$ cat config.mk
export PLATFORM = sky130hd
export DESIGN_NAME = line_refill_axil
export DESIGN_NICKNAME = d
export VERILOG_FILES = /design/src/verilog/icache_pkg.sv /design/src/verilog/line_refill_axil.sv
export SDC_FILE = /design/constraint.sdc
export NUM_CORES = 1
export LEC_CHECK = 0
export ABC_AREA = 1
export ABC_CLOCK_PERIOD_IN_PS = 18810
export BUFFER_PORTS_ARGS = -buffer_cell sky130_fd_sc_hd__buf_2
export CAP_MARGIN = 0
export CELL_PAD_IN_SITES_DETAIL_PLACEMENT = 0
export CELL_PAD_IN_SITES_GLOBAL_PLACEMENT = 1
export CORE_ASPECT_RATIO = 1.25
export CORE_MARGIN = 8
export CORE_UTILIZATION = 34
export DETAILED_ROUTE_END_ITERATION = 6
export PLACE_DENSITY_LB_ADDON = 0.25
export RECOVER_POWER = 100
export SLEW_MARGIN = 20
export SYNTH_ARGS = -nofsm -noshare
export SYNTH_HDL_FRONTEND = slang
export SYNTH_SLANG_ARGS = --single-unit
export TNS_END_PERCENT = 50
$ cat constraint.sdc
create_clock -name clk -period 18.81 [get_ports clk]
set_input_delay 2.8215 -clock clk [delete_from_list [all_inputs] [get_ports clk]]
set_output_delay 2.8215 -clock clk [all_outputs]
set_load 0.005 [all_outputs]
$ cat src/verilog/icache_pkg.sv
`default_nettype none

package icache_pkg;

    typedef logic [31:0]  addr_t;
    typedef logic [31:0]  word_t;
    // word k sits in bits 32k+31:32k
    typedef logic [255:0] line_t;

    localparam int WORDS_PER_LINE = 8;
    localparam int OFFSET_BITS    = 5;

    // word select within a line, address bits 4:2
    localparam int WORD_SEL_LSB  = 2;
    localparam int WORD_SEL_BITS = 3;

    // cache control
    typedef enum logic [1:0] {
        CS_RUN,
        CS_MISS,
        CS_FILL
    } cache_state_t;

    // refill engine
    typedef enum logic [1:0] {
        RF_IDLE,
        RF_ADDR,
        RF_DATA,
        RF_DONE
    } refill_state_t;

endpackage

`default_nettype wire
$ cat src/verilog/line_refill_axil.sv
`timescale 1ns/1ps
`default_nettype none

module line_refill_axil (
    input  logic              clk,
    input  logic              reset,
    input  logic              line_req,
    input  icache_pkg::addr_t line_addr,
    output logic              line_valid,
    output icache_pkg::line_t line_data,
    output logic              arvalid,
    input  logic              arready,
    output icache_pkg::addr_t araddr,
    output logic [2:0]        arprot,
    input  logic              rvalid,
    output logic              rready,
    input  icache_pkg::word_t rdata,
    input  logic [1:0]        rresp
);

    import icache_pkg::*;

    localparam int WORD_W = $bits(word_t);
    localparam int LINE_W = $bits(line_t);

    refill_state_t            state;
    logic [WORD_SEL_BITS-1:0] beat;
    logic [31:OFFSET_BITS]    base;

    always_ff @(posedge clk) begin
        if (reset) begin
            state <= RF_IDLE;
            beat  <= '0;
        end else begin
            case (state)
                RF_IDLE: begin
                    if (line_req) begin
                        beat  <= '0;
                        state <= RF_ADDR;
                    end
                end
                RF_ADDR: begin
                    if (arready) begin
                        state <= RF_DATA;
                    end
                end
                RF_DATA: begin
                    // one read outstanding, next address after the data
                    if (rvalid) begin
                        beat <= beat + 1'b1;
                        if (beat == WORD_SEL_BITS'(WORDS_PER_LINE - 1)) begin
                            state <= RF_DONE;
                        end else begin
                            state <= RF_ADDR;
                        end
                    end
                end
                RF_DONE: begin
                    state <= RF_IDLE;
                end
                default: begin
                    state <= RF_IDLE;
                end
            endcase
        end
    end

    always_ff @(posedge clk) begin
        if (state == RF_IDLE && line_req) begin
            base <= line_addr[31:OFFSET_BITS];
        end
        // words arrive in order, so shift down from the top
        if (state == RF_DATA && rvalid) begin
            line_data <= {rdata, line_data[LINE_W-1:WORD_W]};
        end
    end

    assign araddr     = {base, beat, {WORD_SEL_LSB{1'b0}}};
    assign arvalid    = (state == RF_ADDR);
    assign rready     = (state == RF_DATA);
    assign line_valid = (state == RF_DONE);

    // unprivileged, secure, instruction
    assign arprot = 3'b100;

    assert property (@(posedge clk) disable iff (reset)
        arvalid && !arready |=> arvalid && $stable(araddr));

    assert property (@(posedge clk) disable iff (reset) line_req |-> state == RF_IDLE);

    assert property (@(posedge clk) disable iff (reset)
        rvalid && rready |-> !$isunknown({rresp, rdata}));

endmodule

`default_nettype wire

==> results.json <==
{
  "clockBufferDepth": 3,
  "slew_viol_final": 235,
  "ys_ff_latch": 288,
  "p_leak_uw": 0.003844,
  "tightest_slew_ns": 4.745,
  "start_util": 0.3425,
  "failed_checks": "capacitance limit, slew limit",
  "dr.pass1.iters": 4,
  "fmax_mhz": 102.8,
  "cts_buffers": 29,
  "syn_avg_cell_area_um2": 26.35,
  "cts_root_buf": "clkbuf_16",
  "cts_tree": "built",
  "synthArstFlopShare": 0,
  "yosysTopAreaCell": "edfxtp_1",
  "r2r-start": "state[0]$_SDFFE_PP0P_",
  "critPathLaunchType": "primary input",
  "die-area_um2": 31490,
  "path_clk_slew_ns": 0.06,
  "required_ns": 18.63,
  "final_area_um2": 11590,
  "pin_count": 365,
  "syn_area_um2": 8852,
  "die_h_um": 196.4,
  "num_vias": 4505,
  "finalWeightedCongestion": 0.7655,
  "yosysTopAreaCellShare": 0.9600,
  "drt_wl_total_um": 20880,
  "yosys_warnings": 0,
  "status": "finished, violations left",
  "worstSkewPairLatency_ns": 0.53,
  "cp_data_arrival_time_ns": 9.54,
  "grt_pass1_vias": 4988,
  "critical_path.max_fanout": 113,
  "synth_most_common_cell": "edfxtp_1",
  "finalSetupTns_ns": 0,
  "cts_num_sinks": 288,
  "rsz0062_at_grt": "no",
  "cts_resized": 0,
  "drt.antenna.violating_nets": 0,
  "postLayoutCoreUtil": 0.4484,
  "multiInputGateArea_um2": 166.4,
  "ys.flop_type": "edfxtp_1",
  "vias_per_cell": 4.167,
  "holdCritStartpoint": "line_data[43]$_DFFE_PP_",
  "grt_pass1_wl_um": 30460,
  "ctsHtreeMaxLevel": 1,
  "synthCells": 336,
  "drv_cap": 3,
  "grt_overflow": 0,
  "core-area_um2": 25850,
  "report.power.total_uw": 1374,
  "hp-class": "reg -> reg",
  "dpl-instance-area_um2": 11020,
  "synth_edf_count": 283,
  "setup_viol": 0,
  "port_buffers": 352,
  "hold_viol": 0,
  "ys_top_cells_by_area": "edfxtp_1 96%, dfxtp_1 1.1%, inv_1 0.51%",
  "antenna_found_initial": 2,
  "seqCellArea_um2": 8598,
  "hpwl_um": 15700,
  "drc": 0,
  "grt_max_degree": 114,
  "nets": 792,
  "slew_headroom": -2.181,
  "cts_hold_buf": 0,
  "layout-drive-gt1-share": 0.1624,
  "pwr_density_cell_nw_per_um2": 118.5,
  "finalCritPeriodShare": 0.5171,
  "fp.dieW_um": 160.3,
  "postCtsSetupBuffers": 0,
  "criticalPathCategory": "in -> reg",
  "syn_to_final_growth_pct": 30.94,
  "synth-seq-area-share": 0.9713,
  "end_kind": "flop",
  "worstSetupStartpoint": "rvalid",
  "grt_use_total": 0.1249,
  "fp-row-count": 66,
  "fillers": 2418,
  "fin_skew_ns": 0.01168,
  "yosys-top-cells-count": "283 x edfxtp_1, 12 x inv_1, 8 x nand2_1",
  "drt_iter0_markers": 177,
  "synth_cell_types": 14,
  "ir_drop_v": 0.00007292,
  "period_needed_ns": 9.727,
  "wire_per_inst_um": 19.32
}
## flip-flops by register name (all words and copies together), names as in the netlist
signal,count
line_data,256
base,27
beat,3
state,2
## path summary, 6_finish.rpt
kind / cells past startpoint / end / slack [ns]
worst max-delay path: 5 / line_data[168]$_DFFE_PP_ / 9.08
worst min-delay path: 0 / line_data[11]$_DFFE_PP_ / 0.44
worst max register to register: 5 / line_data[168]$_DFFE_PP_ / 10.99
worst min register to register: 0 / line_data[11]$_DFFE_PP_ / 0.44
## placed cells by master (no fill, tap or decap)
cell type,n
a21oi_1,3
clkinv_1,5
clkinvlp_4,3
diode_2,2
nand4_1,3
conb_1,5
inv_1,11
buf_2,76
clkbuf_16,29
ha_1,2
nand2_1,8
nor2_1,3
clkinv_2,5
dfxtp_1,5
clkbuf_1,282
nand3_1,8
clkinvlp_2,1
inv_8,1
bufinv_16,3
edfxtp_1,283
nand3b_1,1
clkinv_4,2
## layout make-up
type                            instances  area share
Clock buffer                           32     0.06358
Multi-Input combinational cell         33     0.01436
Clock inverter                         19     0.01598
Timing Repair Buffer                  355      0.1232
Tap cell                              340     0.03670
Sequential cell                       288      0.7418
Inverter                               12    0.003994
Antenna cell                            2   0.0004318
## critical path: stages
cell	delay [ns]
clkbuf_1	0.12
nand3_1	0.19
clkinvlp_2	3.54
clkbuf_1	1.42
clkbuf_1	1.31
## metrics by stage
stage / setup WS (ns) / cells / hold WS, ns
2_1_floorplan: 10.33 / 339 / 0.4521
3_3_place_gp: 13.68 / 1027 / 0.4252
3_5_place_dp: 13.61 / 1027 / 0.4259
4_1_cts: 14.19 / 1078 / 0.4408
5_1_grt: 8.180 / 1080 / 0.4506
6_report: 9.083 / 1081 / 0.4423
## cell families (layout without fill, tap and decap cells)
logic type	Yosys count	in the layout	share of synthesized area
flops	288	288	0.9713
simple gates	23	23	0.01272
buf+inv	18	418	0.01060
compound gates	3	3	0.001696
fa+ha+maj	2	2	0.002826
other cells	2	7	0.0008484
## where the power goes
part           total [uW]  internal [uW]  switching [uW]
Clock                 553            323             230
Sequential            762            748            13.6
Combinational        58.7           17.4            41.3
Total                1370           1090             285
## metal layers
layer  routed length [um]  GRT usage  vias to the layer above
li1                     -          -                     2093
met1                 7267     0.1244                     2145
met2                10970     0.2293                      231
met3                 2071    0.05281                       36
met4                  572    0.04300                        0
met5                    0          0                        -
Note: power is estimated with default switching activity, not from simulation.
